### src/soc_cfg.svh
`ifndef SOC_CFG_SVH
`define SOC_CFG_SVH

`default_nettype none

// the mapper window sits in the CPU address space and is checked before translation
`define SOC_MAP_BASE    16'h0200
`define SOC_MAP_LAST    16'h020f
`define SOC_MAP_PAGES   16           // one page register per 4 KiB CPU page

// device ranges are compared against the 20-bit mapped address
`define SOC_MULT_BASE   20'h0eff0    // operands at 0..3, product at 4..7
`define SOC_MULT_LAST   20'h0eff7

`define SOC_TIMER_BASE  20'h0eff8    // reload lo, reload hi, control, status
`define SOC_TIMER_LAST  20'h0effb

`define SOC_LEDS_ADDR   20'h0efff

// value seen on a read that no device claims
`define SOC_OPEN_BUS    8'hff

// timer control register bits
`define SOC_TMR_CTRL_EN 0
`define SOC_TMR_CTRL_IE 1
`define SOC_TMR_CTRL_AR 2

`default_nettype wire

`endif
### src/soc_pkg.sv
`default_nettype none

package soc_pkg;

    // one strobed 6502-style bus cycle
    typedef struct packed {
        logic [15:0] addr;
        logic [7:0]  wdata;
        logic        rwb;      // high for a read, low for a write
        logic        valid;
    } bus_req_t;

    typedef enum logic [2:0] {
        DEV_NONE   = 3'd0,
        DEV_MAPPER = 3'd1,
        DEV_MULT   = 3'd2,
        DEV_TIMER  = 3'd3,
        DEV_LEDS   = 3'd4
    } dev_sel_e;

    // decoded access as seen by every peripheral
    typedef struct packed {
        dev_sel_e    sel;
        logic [3:0]  offset;   // register index inside the selected device
        logic [7:0]  wdata;
        logic        wr;       // already qualified by valid
        logic        rd;
    } dev_access_t;

    typedef enum logic [1:0] {
        TMR_IDLE    = 2'd0,
        TMR_RUN     = 2'd1,
        TMR_EXPIRED = 2'd2
    } timer_state_e;

endpackage

`default_nettype wire

### src/soc_core.sv
`timescale 1ns/1ps
`default_nettype none

module soc_core import soc_pkg::*; (
    input  logic       clk_cpu,
    input  logic       i_rst,
    input  bus_req_t   i_bus,
    output logic [7:0] o_rdata,
    output logic [7:0] o_leds,
    output logic       o_irqb
);

    dev_access_t acc;
    logic [7:0]  map_rdata;
    logic [7:0]  mult_rdata;
    logic [7:0]  timer_rdata;

    bus_mapper u_mapper (
        .clk_cpu (clk_cpu),
        .i_rst   (i_rst),
        .i_bus   (i_bus),
        .o_acc   (acc),
        .o_rdata (map_rdata)
    );

    mult_unit u_mult (
        .clk_cpu (clk_cpu),
        .i_rst   (i_rst),
        .i_acc   (acc),
        .o_rdata (mult_rdata)
    );

    interval_timer u_timer (
        .clk_cpu (clk_cpu),
        .i_rst   (i_rst),
        .i_acc   (acc),
        .o_rdata (timer_rdata),
        .o_irqb  (o_irqb)
    );

    readback_led_port u_readback (
        .clk_cpu       (clk_cpu),
        .i_rst         (i_rst),
        .i_acc         (acc),
        .i_map_rdata   (map_rdata),
        .i_mult_rdata  (mult_rdata),
        .i_timer_rdata (timer_rdata),
        .o_rdata       (o_rdata),
        .o_leds        (o_leds)
    );

endmodule

`default_nettype wire

### src/readback_led_port.sv
`timescale 1ns/1ps
`include "soc_cfg.svh"
`default_nettype none

module readback_led_port import soc_pkg::*; (
    input  logic        clk_cpu,
    input  logic        i_rst,
    input  dev_access_t i_acc,
    input  logic [7:0]  i_map_rdata,
    input  logic [7:0]  i_mult_rdata,
    input  logic [7:0]  i_timer_rdata,
    output logic [7:0]  o_rdata,
    output logic [7:0]  o_leds
);

    logic [7:0] leds_q;

    always_ff @(posedge clk_cpu) begin
        if (i_rst) begin
            leds_q <= 8'h00;
        end else if (i_acc.wr && (i_acc.sel == DEV_LEDS)) begin
            leds_q <= i_acc.wdata;
        end
    end

    assign o_leds = leds_q;

    // the mapper has already decided who answers, this is only a mux
    always_comb begin
        case (i_acc.sel)
            DEV_MAPPER: o_rdata = i_map_rdata;
            DEV_MULT:   o_rdata = i_mult_rdata;
            DEV_TIMER:  o_rdata = i_timer_rdata;
            DEV_LEDS:   o_rdata = leds_q;
            default:    o_rdata = `SOC_OPEN_BUS;
        endcase
    end

endmodule

`default_nettype wire

### src/interval_timer.sv
`timescale 1ns/1ps
`include "soc_cfg.svh"
`default_nettype none

module interval_timer import soc_pkg::*; (
    input  logic        clk_cpu,
    input  logic        i_rst,
    input  dev_access_t i_acc,
    output logic [7:0]  o_rdata,
    output logic        o_irqb
);

    timer_state_e state_q;
    logic [15:0]  reload_q;
    logic [15:0]  count_q;
    logic         ctrl_en_q;
    logic         ctrl_ie_q;
    logic         ctrl_ar_q;
    logic         expired_q;
    logic         tmr_wr;
    logic         ctrl_wr;
    logic         start;
    logic         status_rd;
    logic         expire;

    assign tmr_wr    = i_acc.wr && (i_acc.sel == DEV_TIMER);
    assign ctrl_wr   = tmr_wr && (i_acc.offset == 4'd2);
    assign start     = ctrl_wr && i_acc.wdata[`SOC_TMR_CTRL_EN];
    assign status_rd = i_acc.rd && (i_acc.sel == DEV_TIMER) && (i_acc.offset == 4'd3);
    assign expire    = (state_q == TMR_RUN) && (count_q == 16'h0000);

    always_ff @(posedge clk_cpu) begin
        if (i_rst) begin
            reload_q  <= 16'h0000;
            ctrl_en_q <= 1'b0;
            ctrl_ie_q <= 1'b0;
            ctrl_ar_q <= 1'b0;
        end else if (tmr_wr) begin
            case (i_acc.offset)
                4'd0: reload_q[7:0]  <= i_acc.wdata;
                4'd1: reload_q[15:8] <= i_acc.wdata;
                4'd2: begin
                    ctrl_en_q <= i_acc.wdata[`SOC_TMR_CTRL_EN];
                    ctrl_ie_q <= i_acc.wdata[`SOC_TMR_CTRL_IE];
                    ctrl_ar_q <= i_acc.wdata[`SOC_TMR_CTRL_AR];
                end
                default: ;
            endcase
        end
    end

    always_ff @(posedge clk_cpu) begin
        if (i_rst) begin
            state_q   <= TMR_IDLE;
            expired_q <= 1'b0;
        end else begin
            if (ctrl_wr) begin
                state_q <= start ? TMR_RUN : TMR_IDLE;
            end else begin
                case (state_q)
                    TMR_RUN: begin
                        if (expire && !ctrl_ar_q) begin
                            state_q <= TMR_EXPIRED;
                        end
                    end
                    TMR_EXPIRED: begin
                        if (status_rd) begin
                            state_q <= TMR_IDLE;    // one-shot is done once software has seen it
                        end
                    end
                    default: state_q <= TMR_IDLE;
                endcase
            end
            // a new expiry wins over a clearing read in the same cycle
            if (expire && !ctrl_wr) begin
                expired_q <= 1'b1;
            end else if (status_rd) begin
                expired_q <= 1'b0;
            end
        end
    end

    // zero is counted too, so a reload of R expires after R + 1 edges
    always_ff @(posedge clk_cpu) begin
        if (start) begin
            count_q <= reload_q;
        end else if (state_q == TMR_RUN) begin
            count_q <= (count_q == 16'h0000) ? reload_q : count_q - 16'd1;
        end
    end

    assign o_irqb = !(expired_q && ctrl_ie_q);

    always_comb begin
        case (i_acc.offset)
            4'd0:    o_rdata = reload_q[7:0];
            4'd1:    o_rdata = reload_q[15:8];
            4'd2:    o_rdata = {5'b00000, ctrl_ar_q, ctrl_ie_q, ctrl_en_q};
            4'd3:    o_rdata = {7'b0000000, expired_q};
            default: o_rdata = 8'h00;
        endcase
    end

    // an expiry with the interrupt enabled pulls o_irqb low on the next cycle
    a_expiry_drives_irq: assert property (
        @(posedge clk_cpu) disable iff (i_rst)
        $past(expire) && !$past(ctrl_wr) && ctrl_ie_q |-> !o_irqb
    );

endmodule

`default_nettype wire

### src/mult_unit.sv
`timescale 1ns/1ps
`default_nettype none

module mult_unit import soc_pkg::*; (
    input  logic        clk_cpu,
    input  logic        i_rst,
    input  dev_access_t i_acc,
    output logic [7:0]  o_rdata
);

    logic [15:0] op_a_q;
    logic [15:0] op_b_q;
    logic [31:0] product_q;
    logic        op_wr;
    logic        pending_q;

    // offsets 0..3 are the operand bytes, everything above is read only
    assign op_wr = i_acc.wr && (i_acc.sel == DEV_MULT) && (i_acc.offset < 4'd4);

    always_ff @(posedge clk_cpu) begin
        if (op_wr) begin
            case (i_acc.offset[1:0])
                2'd0: op_a_q[7:0]  <= i_acc.wdata;
                2'd1: op_a_q[15:8] <= i_acc.wdata;
                2'd2: op_b_q[7:0]  <= i_acc.wdata;
                2'd3: op_b_q[15:8] <= i_acc.wdata;
                default: ;
            endcase
        end
    end

    always_ff @(posedge clk_cpu) begin
        if (i_rst) begin
            pending_q <= 1'b0;
        end else begin
            pending_q <= op_wr;    // a new write simply restarts the update
        end
    end

    // the multiply sees the operands after the write edge has settled
    always_ff @(posedge clk_cpu) begin
        if (pending_q) begin
            product_q <= 32'(op_a_q) * 32'(op_b_q);
        end
    end

    always_comb begin
        case (i_acc.offset)
            4'd0:    o_rdata = op_a_q[7:0];
            4'd1:    o_rdata = op_a_q[15:8];
            4'd2:    o_rdata = op_b_q[7:0];
            4'd3:    o_rdata = op_b_q[15:8];
            4'd4:    o_rdata = product_q[7:0];
            4'd5:    o_rdata = product_q[15:8];
            4'd6:    o_rdata = product_q[23:16];
            4'd7:    o_rdata = product_q[31:24];
            default: o_rdata = 8'h00;
        endcase
    end

endmodule

`default_nettype wire

### src/bus_mapper.sv
`timescale 1ns/1ps
`include "soc_cfg.svh"
`default_nettype none

module bus_mapper import soc_pkg::*; (
    input  logic        clk_cpu,
    input  logic        i_rst,
    input  bus_req_t    i_bus,
    output dev_access_t o_acc,
    output logic [7:0]  o_rdata
);

    logic [7:0]  page_q [`SOC_MAP_PAGES];
    logic        cpu_rd;
    logic        cpu_wr;
    logic        map_hit;
    logic        mult_hit;
    logic        timer_hit;
    logic        leds_hit;
    logic [19:0] mapped_addr;

    assign cpu_rd = i_bus.valid && i_bus.rwb;
    assign cpu_wr = i_bus.valid && !i_bus.rwb;

    assign map_hit = (i_bus.addr >= `SOC_MAP_BASE) && (i_bus.addr <= `SOC_MAP_LAST);

    // upper nibble picks a page, the low 12 bits pass straight through
    assign mapped_addr = {page_q[i_bus.addr[15:12]], i_bus.addr[11:0]};

    assign mult_hit  = (mapped_addr >= `SOC_MULT_BASE) && (mapped_addr <= `SOC_MULT_LAST);
    assign timer_hit = (mapped_addr >= `SOC_TIMER_BASE) && (mapped_addr <= `SOC_TIMER_LAST);
    assign leds_hit  = (mapped_addr == `SOC_LEDS_ADDR);

    always_comb begin
        o_acc.sel    = DEV_NONE;
        o_acc.offset = 4'h0;
        o_acc.wdata  = i_bus.wdata;
        o_acc.wr     = cpu_wr;
        o_acc.rd     = cpu_rd;
        if (map_hit) begin
            o_acc.sel    = DEV_MAPPER;    // the window is never translated
            o_acc.offset = i_bus.addr[3:0];
        end else if (mult_hit) begin
            o_acc.sel    = DEV_MULT;
            o_acc.offset = 4'(mapped_addr - `SOC_MULT_BASE);
        end else if (timer_hit) begin
            o_acc.sel    = DEV_TIMER;
            o_acc.offset = 4'(mapped_addr - `SOC_TIMER_BASE);
        end else if (leds_hit) begin
            o_acc.sel    = DEV_LEDS;
        end
    end

    // identity map out of reset so the boot code sees a flat 64 KiB
    always_ff @(posedge clk_cpu) begin
        if (i_rst) begin
            for (int i = 0; i < `SOC_MAP_PAGES; i++) begin
                page_q[i] <= 8'(i);
            end
        end else if (cpu_wr && map_hit) begin
            page_q[i_bus.addr[3:0]] <= i_bus.wdata;
        end
    end

    assign o_rdata = page_q[i_bus.addr[3:0]];    // only returned when sel is DEV_MAPPER

    // an unclaimed strobe must really fall outside the window and every device range
    a_unclaimed_is_open_bus: assert property (
        @(posedge clk_cpu) disable iff (i_rst)
        (o_acc.rd || o_acc.wr) && (o_acc.sel == DEV_NONE) |->
            !map_hit &&
            ((mapped_addr < `SOC_MULT_BASE) || (mapped_addr > `SOC_TIMER_LAST)) &&
            (mapped_addr != `SOC_LEDS_ADDR)
    );

endmodule

`default_nettype wire

### config.mk
export PLATFORM = sky130hd
export DESIGN_NAME = soc_core
export DESIGN_NICKNAME = d
export VERILOG_FILES = /design/src/soc_pkg.sv /design/src/soc_core.sv /design/src/readback_led_port.sv /design/src/interval_timer.sv /design/src/mult_unit.sv /design/src/bus_mapper.sv
export VERILOG_INCLUDE_DIRS = /design/src
export SDC_FILE = /design/constraint.sdc
export NUM_CORES = 1
export LEC_CHECK = 0
export BUFFER_PORTS_ARGS = -buffer_cell sky130_fd_sc_hd__clkbuf_2
export CAP_MARGIN = 20
export CORE_MARGIN = 4
export CORE_UTILIZATION = 50
export DETAILED_ROUTE_END_ITERATION = 6
export HOLD_SLACK_MARGIN = 0.06
export PLACE_DENSITY = 0.74
export SLEW_MARGIN = 30
export SYNTH_ARGS = -nofsm -noshare
export SYNTH_HDL_FRONTEND = slang
export SYNTH_SLANG_ARGS = --single-unit
### constraint.sdc
create_clock -name clk_cpu -period 5.7 [get_ports clk_cpu]
set_input_delay 0.855 -clock clk_cpu [delete_from_list [all_inputs] [get_ports clk_cpu]]
set_output_delay 0.855 -clock clk_cpu [all_outputs]
set_load 0.02 [all_outputs]
=== Yosys cells after proc, flatten, opt, wreduce, memory -nomap -nowiden ===
Memories as Yosys holds them, arrays and structs flattened.
Index checks and enable logic that the tools add are counted.

* Register bits after elaboration: 111
* Memory bits (writable): 128
* Input bits: 28
* Output and inout bits: 17
* Word-level logic and storage cells: 108
* Memories: 1

{| class="wikitable"
|+ Memory list
! memory !! words !! width !! read ports !! clocked after Yosys merged registers in !! wr ports !! RTL line !! text
|-
| u_mapper.page_q || 16 || 8 || 2 || 0 || 16 || bus_mapper.sv:13 || <nowiki>logic [7:0] page_q [`SOC_MAP_PAGES];</nowiki>
|}

* Add/subtract/negate cells: 3
* $mul: 1
* Magnitude comparators: 7
* Eq/ne operators: 19
* Muxes and demuxes: 26
* Reduce and logical (&&, ||, !) cells: 36

{| class="wikitable"
|+ Operator list
! cell !! count
|-
| $pmux W8 S4 || 2
|-
| $pmux W8 S8 || 1
|-
| $mux W16 || 3
|-
| $ge A20 B16 Y1 const B || 2
|-
| $le A20 B16 Y1 const B || 2
|-
| $mul A16 B16 Y32 || 1
|-
| $eq A20 B16 Y1 const B || 1
|-
| $logic_and A1 B1 Y1 || 18
|-
| $eq A4 B3 Y1 const B || 4
|-
| $ge A16 B10 Y1 const B || 1
|-
| $le A16 B10 Y1 const B || 1
|-
| $logic_not A16 Y1 || 1
|-
| $reduce_and A2 Y1 || 8
|-
| $sub A16 B1 Y16 const B || 1
|-
| $mux W7 || 2
|-
| $mux W1 || 9
|-
| $eq A4 B2 Y1 const B || 2
|-
| $mux W4 || 2
|-
| $mux W8 || 1
|-
| $reduce_or A8 Y1 || 1
|-
| $eq A2 B2 Y1 const B || 3
|-
| $eq A3 B2 Y1 const B || 2
|-
| $mux W2 || 3
|-
| $mux W3 || 2
|-
| 13 further kinds || 19
|}

=== Depth between registers and ports, before layout ===
Gate-level depths: netlist of run 1.
An unclocked memory read counts as a cell.

* Word-level depth: 12
* Gate-level depth with buffers: 24
* Gate-level depth less buffers: 23

=== Modules after synthesis ===
From an unflattened synthesis of run 1, not the netlist that was laid out.

* Cell total of the unflattened synthesis: 1919
* Area total of the unflattened synthesis: 20714.9 um^2

{| class="wikitable"
|+ By module, submodules not included
! module !! times used !! cells each !! area an instance (um^2) !! sequential area each (um^2)
|-
| mult_unit || 1 || 1141 || 11131.9 || 1941.9
|-
| bus_mapper || 1 || 498 || 6891.6 || 3843.7
|-
| interval_timer || 1 || 205 || 1986.9 || 920.9
|-
| readback_led_port || 1 || 75 || 704.4 || 160.2
|}

=== Least setup slack after synthesis of run 1 ===
Ideal clock, no wire load.

* Path kind: flip-flop to flip-flop
* From: register u_mult.op_b_q[6]
* To: register u_mult.product_q[30] (data pin)
* Library setup time: 0.264 ns
* Arrival time: 5.910 ns
* Required time: 5.436 ns
* Setup slack: -0.474 ns
* Stages on the path, launching flop included: 23
* Path buffers: 1
* Period minus slack after synthesis: 6.174 ns
* Path through: edfxtp_1 > clkbuf_1 > and2_1 > fa_1 > inv_1 > fa_1 > inv_1 > fa_1 > fa_1 > fa_1 > inv_1 > fa_1 > inv_1 > ha_1 > a21o_1 > a21oi_1 > o21ai_0 > a21oi_1 > o21ai_0 > a41oi_1 > o31ai_1 > a221oi_1 > xnor2_1

* Cells in the longest elaborated chain, start to end: 1

{| class="wikitable"
|+ Ends and longest elaborated chain
! item !! RTL line !! text
|-
| start, declared || mult_unit.sv:12 || <nowiki>logic [15:0] op_b_q;</nowiki>
|-
| start signal, assigned || mult_unit.sv:25 || <nowiki>2'd2: op_b_q[7:0] <= i_acc.wdata;</nowiki>
|-
| $mul A16 B16 Y32 || mult_unit.sv:43 || <nowiki>product_q <= 32'(op_a_q) * 32'(op_b_q);</nowiki>
|-
| end signal, assigned || mult_unit.sv:43 ||
|-
| end, declared || mult_unit.sv:13 || <nowiki>logic [31:0] product_q;</nowiki>
|}

No other way between the ends.
A chain may end at the register's enable or synchronous reset.

=== Final worst setup path of run 1 ===
* From: register u_mult.op_b_q[6]
* To: register u_mult.product_q[25] (data pin)

The elaborated chain is that of the path after synthesis.

==> results of run 1 <==
==> how the worst min path moves through the flow <==
| stage | from | endpoint | slack [ns] | depth (start not counted) |
|---|---|---|---|---|
| floorplan | u_timer.ctrl_en_q | u_timer.ctrl_en_q | 0.44 | 2 |
| global placement | u_timer.ctrl_en_q | u_timer.ctrl_en_q | 0.45 | 2 |
| detailed placement | u_timer.ctrl_en_q | u_timer.ctrl_en_q | 0.46 | 2 |
| CTS | u_timer.ctrl_en_q | u_timer.ctrl_en_q | 0.47 | 2 |
| global route | u_timer.ctrl_en_q | u_timer.ctrl_en_q | 0.47 | 2 |
| finish | u_timer.ctrl_en_q | u_timer.ctrl_en_q | 0.47 | 2 |
==> through the flow <==
step	setup slack (ns)	TNS, ns	util [%]
after global routing	-0.575	-6.53	59.7
after floorplan	0.000735	0	-
final	-0.400	-4.20	59.7
after CTS	-0.339	-3.21	59.0
after detailed placement	-0.468	-4.49	55.5
after global placement	-0.363	-3.30	55.4
==> layer usage <==
layer | global-route usage [%] | wire length, microns | up-vias | share of wire, %
met2 | 44.1 | 27800 | 687 | 50
li1 | - | - | 6598 | -
met1 | 33.4 | 21400 | 7514 | 38
met5 | 0 | 7 | - | 0.012
met3 | 3.15 | 4320 | 148 | 7.7
met4 | 8.78 | 2440 | 2 | 4.4
==> cell usage in the layout, fill, tap and decap left out, types with 16 or more instances in the layout <==
| cell | count |
|---|---|
| a21o_1 | 16 |
| a21oi_1 | 38 |
| a21oi_2 | 19 |
| and2_1 | 190 |
| and2_4 | 16 |
| buf_4 | 184 |
| buf_6 | 16 |
| clkbuf_16 | 25 |
| clkbuf_2 | 43 |
| dfxtp_1 | 31 |
| edfxtp_1 | 208 |
| fa_1 | 184 |
| ha_1 | 90 |
| inv_1 | 223 |
| inv_2 | 24 |
| mux2i_1 | 25 |
| mux4_2 | 53 |
| nand2_1 | 189 |
| nand3_1 | 25 |
| nor2_1 | 94 |
| nor3_1 | 23 |
| or2_2 | 17 |
| or3_1 | 24 |
| xnor2_1 | 24 |
==> sequential cells by signal, indices dropped and copies added (netlist names) <==
signal             cells
u_mult.op_a_q         16
u_mult.product_q      32
u_timer.ctrl_en_q      1
u_timer.ctrl_ar_q      1
u_timer.expired_q      1
u_mapper.page_q      128
u_readback.o_leds      8
u_mult.op_b_q         16
u_mult.pending_q       1
u_timer.count_q       16
u_timer.ctrl_ie_q      1
u_timer.state_q        2
u_timer.reload_q      16
==> area by class of cell <==
type / instances / area [sq um] / share of cell area [%]
antenna: 1 / 2.50 / 0.0106
timing repair buffer: 253 / 1980 / 8.37
inverter: 247 / 927 / 3.91
multi-input combinational: 1269 / 12400 / 52.3
tap: 525 / 657 / 2.77
clock inverter: 17 / 218 / 0.918
sequential: 239 / 6870 / 29.0
clock buffer: 27 / 643 / 2.71
==> logic make-up (layout without fill, tap and decap cells) <==
family,Yosys count,after routing,share of synthesized area (%)
AO/OA/AOI/OAI,171,171,6.10
adder cells (fa/ha/maj),300,300,25.9
other,0,1,0
flip-flops,239,239,34.1
buffers and inverters,344,544,6.80
AND/OR/NAND/NOR,671,671,17.4
multiplexers,85,85,7.86
XOR/XNOR,42,42,1.83
==> worst max-delay path: stages, from the launching register on <==
cell      delay [ns]
edfxtp_1        0.49
and2_4          0.20
fa_1            0.57
inv_2           0.05
fa_1            0.55
fa_2            0.44
fa_1            0.50
inv_1           0.07
fa_1            0.55
inv_1           0.06
fa_1            0.52
inv_1           0.04
ha_2            0.19
buf_4           0.13
a21o_1          0.16
a41o_1          0.25
a311o_2         0.46
buf_4           0.18
a221oi_4        0.33
xnor2_1         0.11
==> power groups by stage <==
stage	clock (uW)	sequential [uW]	combinational [uW]
4_1_cts	1750	1970	261
3_5_place_dp	0	2000	257
5_1_grt	1820	1970	278
3_3_place_gp	0	2000	253
6_report	1750	1970	264
2_1_floorplan	0	1990	171
==> timing repair <==
item,CTS,global route
setup buffers,41,8
pin swaps,48,64
resized for setup,60,46
setup endpoints to repair,17,19
hold buffers,0,0
==> flow_summary.yaml, run 1 <==
die:
  start_util_pct: 50.7
  io_pins: 45
  die_h_microns: 209
  core_area_sq_um: 39700
  die_area_sq_um: 43500
  row_count: 73
  die_w_microns: 209
sta:
  worst_pin_slew_ns: 0.942
  min_period_ns: 6.10
  fin_skew_ns: 0.0145
  slew_headroom_pct: 37.0
  timing.final.ws_setup_ns: -0.400
  finalHoldWorstSlack_ns: 0.469
  clock.fmax_mhz: 164
  finalMaxSlewViolations: 0
  setup_viol: 15
  finalHoldViolCount: 0
  rsz0062_at_grt: "true"
  period_share_pct: 107
setup_path:
  startpoint_type: "flip-flop"
  crit_fanout: 4
  endpoint: "u_mult.product_q[25]"
  reg2reg_from: "u_mult.op_b_q[6]"
  endpoint_kind: "flip-flop"
  crit_type: "reg -> reg"
  r2r_setup_slack_ns: -0.40
  cp.arrival_ns: 6.37
  rr_endpoint: "u_mult.product_q[25]"
  cp.required_ns: 5.97
  rr_worst_depth: 19
  cp-startpoint: "u_mult.op_b_q[6]"
pwr:
  total_power_uw: 3980
  switching_share_pct: 22.5
  power_switching_uw: 897
  power_density_nw_per_um2: 168
  ir_drop_uv: 348
  p_clk_share_pct: 43.9
  combPwrFrac_pct: 6.6
  p_int_uw: 3080
  p_leak_uw: 0.0101
  seqPwrFrac_pct: 49.4
route:
  ant_nets: 0
  viasPerCell: 5.80
  first_pass_iters: 6
  drc: 0
  post_drt_wl_per_cell_microns: 21.7
  drt_wl_total_mm: 56.0
  num_vias: 14900
  drt-initial-drc-count: 1434
yosys:
  syn_nets: 2180
  yosysTopAreaCell: "edfxtp_1"
  synth_top_cell_area_share_pct: 31.0
  synth.distinct_cells: 87
  synthTopCellsByArea: "edfxtp_1 (31%), fa_1 (19%), ha_1 (6.6%), and2_1 (6.4%), mux4_2 (5.9%)"
  synth-seq-cells: 239
  synth_common_cells: "inv_1 (247), edfxtp_1 (208), and2_1 (206)"
  ys_seq_area_share_pct: 34.1
  synth_area_per_cell_sq_um: 10.9
  ys.flop_type: "edfxtp_1"
  ys_async_sr_fraction_pct: 0
  ys.warnings.count: 0
  synth_edf_count: 208
  synth.most_common_cell: "inv_1"
  syn_inst: 1852
  synth_area_sq_um: 20100
status:
  violations: "negative setup slack"
  outcome: "finished, violations left"
place:
  place_area_sq_um: 22000
  dpl.cell_count: 2485
  port_buffers: 44
  dp_hpwl_mm: 41.4
  gp_congestion: 0.914
cells_and_area:
  stdcell_count: 2578
  syn_to_final_growth_pct: 17.8
  drive_gt1_share_pct: 24.8
  fillers: 3118
  nNetsFinal: 2362
  final_area_sq_um: 23700
cts:
  cts_tree: "built"
  htreeDepth: 1
  clkSlewWorstSetupHoldPaths_ns: 0.07
  numCtsBuffers: 24
  cts_buffer_depth: 3
  clkLatencyLatePin_ns: 0.53
  numClockSinks: 239
  clockRootBuffer: "clkbuf_16"
global_routing:
  track_usage_pct: 25.4
  grt_pass1_vias: 15700
  grt.overflow.total: 0
  antenna_found_initial: 2
  grt_start_max_net_pins: 49
  grt_pass1_wl_mm: 88.3
job:
  maxCapViolations: 0
min_path:
  hold_path.class: "reg -> reg"
No activity file was read; power rests on OpenSTA's default activity.
==> run 2, diff against run 1 <==
--- a/config.mk
+++ b/config.mk
@@ -9,10 +9,10 @@
 export BUFFER_PORTS_ARGS = -buffer_cell sky130_fd_sc_hd__clkbuf_2
 export CAP_MARGIN = 20
 export CORE_MARGIN = 4
-export CORE_UTILIZATION = 50
+export CORE_UTILIZATION = 35
 export DETAILED_ROUTE_END_ITERATION = 6
 export HOLD_SLACK_MARGIN = 0.06
-export PLACE_DENSITY = 0.74
+export PLACE_DENSITY = 0.56
 export SLEW_MARGIN = 30
 export SYNTH_ARGS = -nofsm -noshare
 export SYNTH_HDL_FRONTEND = slang
==> flow_summary.yaml, run 2 (synthesis results as in run 1) <==
global_routing:
  grt_start_max_net_pins: 49
  grt.overflow.total: 0
  antenna_found_initial: 2
  grt_pass1_wl_mm: 91.1
  grt_pass1_vias: 15500
  track_usage_pct: 19.2
cells_and_area:
  drive_gt1_share_pct: 26.7
  fillers: 5339
  nNetsFinal: 2395
  largest_reg_flops: 128
  regMostFlops: "u_mapper.page_q"
  reg.largest.list: "u_mapper.page_q x128, u_mult.product_q x32"
  stdcell_count: 2843
  syn_to_final_growth_pct: 21.2
  mostFrequentLayoutCells: "inv_1 (213), edfxtp_1 (208), buf_4 (204)"
  final_util_pct: 43.0
  final_area_sq_um: 24400
  layout_commonest_cell: "inv_1"
cts:
  clockRootBuffer: "clkbuf_16"
  clkLatencyLatePin_ns: 0.58
  htreeDepth: 1
  numClockSinks: 239
  clkSlewWorstSetupHoldPaths_ns: 0.07
  hold_buffers: 0
  cts_buffer_depth: 3
  numCtsBuffers: 26
  cts_tree: "built"
setup_path:
  cpMostUsedCell: "fa_1"
  cp.required_ns: 6.00
  startpoint_type: "flip-flop"
  cp.arrival_ns: 6.30
  crit_family: "adder cells"
  path_cells: "buf_12 -> and2_1 -> fa_1 -> inv_1 -> fa_1 -> fa_2 -> inv_2 -> fa_1 -> fa_1 -> inv_2 -> fa_1 -> inv_2 -> ha_4 -> nand2_4 -> nor2_4 -> nand3_2 -> o21ai_4 -> a41oi_4 -> buf_4 -> o311ai_2 -> a21oi_1 -> xnor2_1"
  max_stage_delay_ns: 0.58
  critical_path_buf_inv_count: 6
  crit_type: "reg -> reg"
  rr_worst_depth: 22
  path_depth: 22
  critPathSlowestCell: "fa_1"
  crit_fanout: 8
  endpoint_kind: "flip-flop"
pwr:
  power_density_nw_per_um2: 166
  p_leak_uw: 0.0102
  ir_drop_uv: 232
die:
  start_util_pct: 35.5
  die_area_sq_um: 61400
  core_area_sq_um: 56700
  row_count: 87
  die_h_microns: 248
  die_w_microns: 248
  io_pins: 45
route:
  first_pass_iters: 7
  drt_wl_total_mm: 58.6
  drt-initial-drc-count: 1157
  drc: 0
  num_vias: 14700
  post_drt_wl_per_cell_microns: 20.6
  viasPerCell: 5.17
  ant_nets: 0
sta:
  slew_headroom_pct: 46.4
  clock.fmax_mhz: 167
  fin_skew_ns: 0.0356
  timing.final.ws_setup_ns: -0.297
  period_share_pct: 105
  setup_viol: 13
  rsz0062_at_grt: "true"
  worst_pin_slew_ns: 0.803
  finalMaxSlewViolations: 0
  min_period_ns: 6.00
  finalHoldViolCount: 0
place:
  dp_hpwl_mm: 44.9
  dpl.cell_count: 2735
  gp_congestion: 0.890
  port_buffers: 44
  place_area_sq_um: 22400
status:
  outcome: "finished, violations left"
  violations: "negative setup slack"
min_path:
  hold_path.class: "reg -> reg"
  hold_depth: 2
job:
  maxCapViolations: 0
-- run 2: layout make-up --
cell class                      instances  area (sq um)  share of cell area, %
Tap cell                              756           946                   3.88
Multi-Input combinational cell       1269         12500                   51.3
Antenna cell                            1          2.50                 0.0103
Inverter                              247           927                   3.80
Clock inverter                         17           245                   1.01
Sequential cell                       239          6870                   28.1
Timing Repair Buffer                  284          2230                   9.13
Clock buffer                           30           666                   2.73
-- run 2: metrics by stage --
step	power, uW	setup slack [ns]	hold WS (ns)	setup TNS (ns)
after global placement	2270	-0.540	0.451	-4.40
after CTS	4080	-0.351	0.466	-3.11
after floorplan	2160	0.000735	0.436	0
after global routing	4160	-0.488	0.485	-4.64
final	4060	-0.297	0.472	-2.70
after detailed placement	2270	-0.595	0.457	-5.16
-- run 2: power breakdown --
part           switching, uW  internal, uW  total, uW
registers               27.8          1940       1970
clock network            750          1070       1820
logic                    165           105        271
total                    943          3120       4060
-- run 2: final timing paths --
path | slack (ns) | start | to
hold reg to reg | 0.47 | u_timer.ctrl_en_q | u_timer.ctrl_en_q
hold / removal | 0.47 | u_timer.ctrl_en_q | u_timer.ctrl_en_q
setup reg to reg | -0.30 | u_mult.op_a_q[9] | u_mult.product_q[28]
setup / recovery | -0.30 | u_mult.op_a_q[9] | u_mult.product_q[28]
-- run 2: worst reg2reg max path, cell delays in order, from the launching register on --
cell and delay [ns]:
edfxtp_1 0.47, buf_12 0.19, and2_1 0.15, fa_1 0.52
inv_1 0.06, fa_1 0.47, fa_2 0.55, inv_2 0.04
fa_1 0.48, fa_1 0.53, inv_2 0.05, fa_1 0.58
inv_2 0.06, ha_4 0.32, nand2_4 0.07, nor2_4 0.10
nand3_2 0.11, o21ai_4 0.21, a41oi_4 0.17, buf_4 0.18
o311ai_2 0.21, a21oi_1 0.13, xnor2_1 0.13
-- run 2: what timing repair did --
item,in CTS,in global routing
hold endpoints to repair,0,0
setup endpoints to repair,18,20
pin swaps,21,72
gates resized for setup,51,96
buffers inserted,33,35
-- run 2: metal layers --
metal  wire length, microns  vias up  GRT usage, %
li1                       -     6661             -
met1                  25100     7478          26.3
met2                  27900      452          31.9
met3                   3460      115          2.33
met4                   2080        0          5.97
met5                      0        -             0
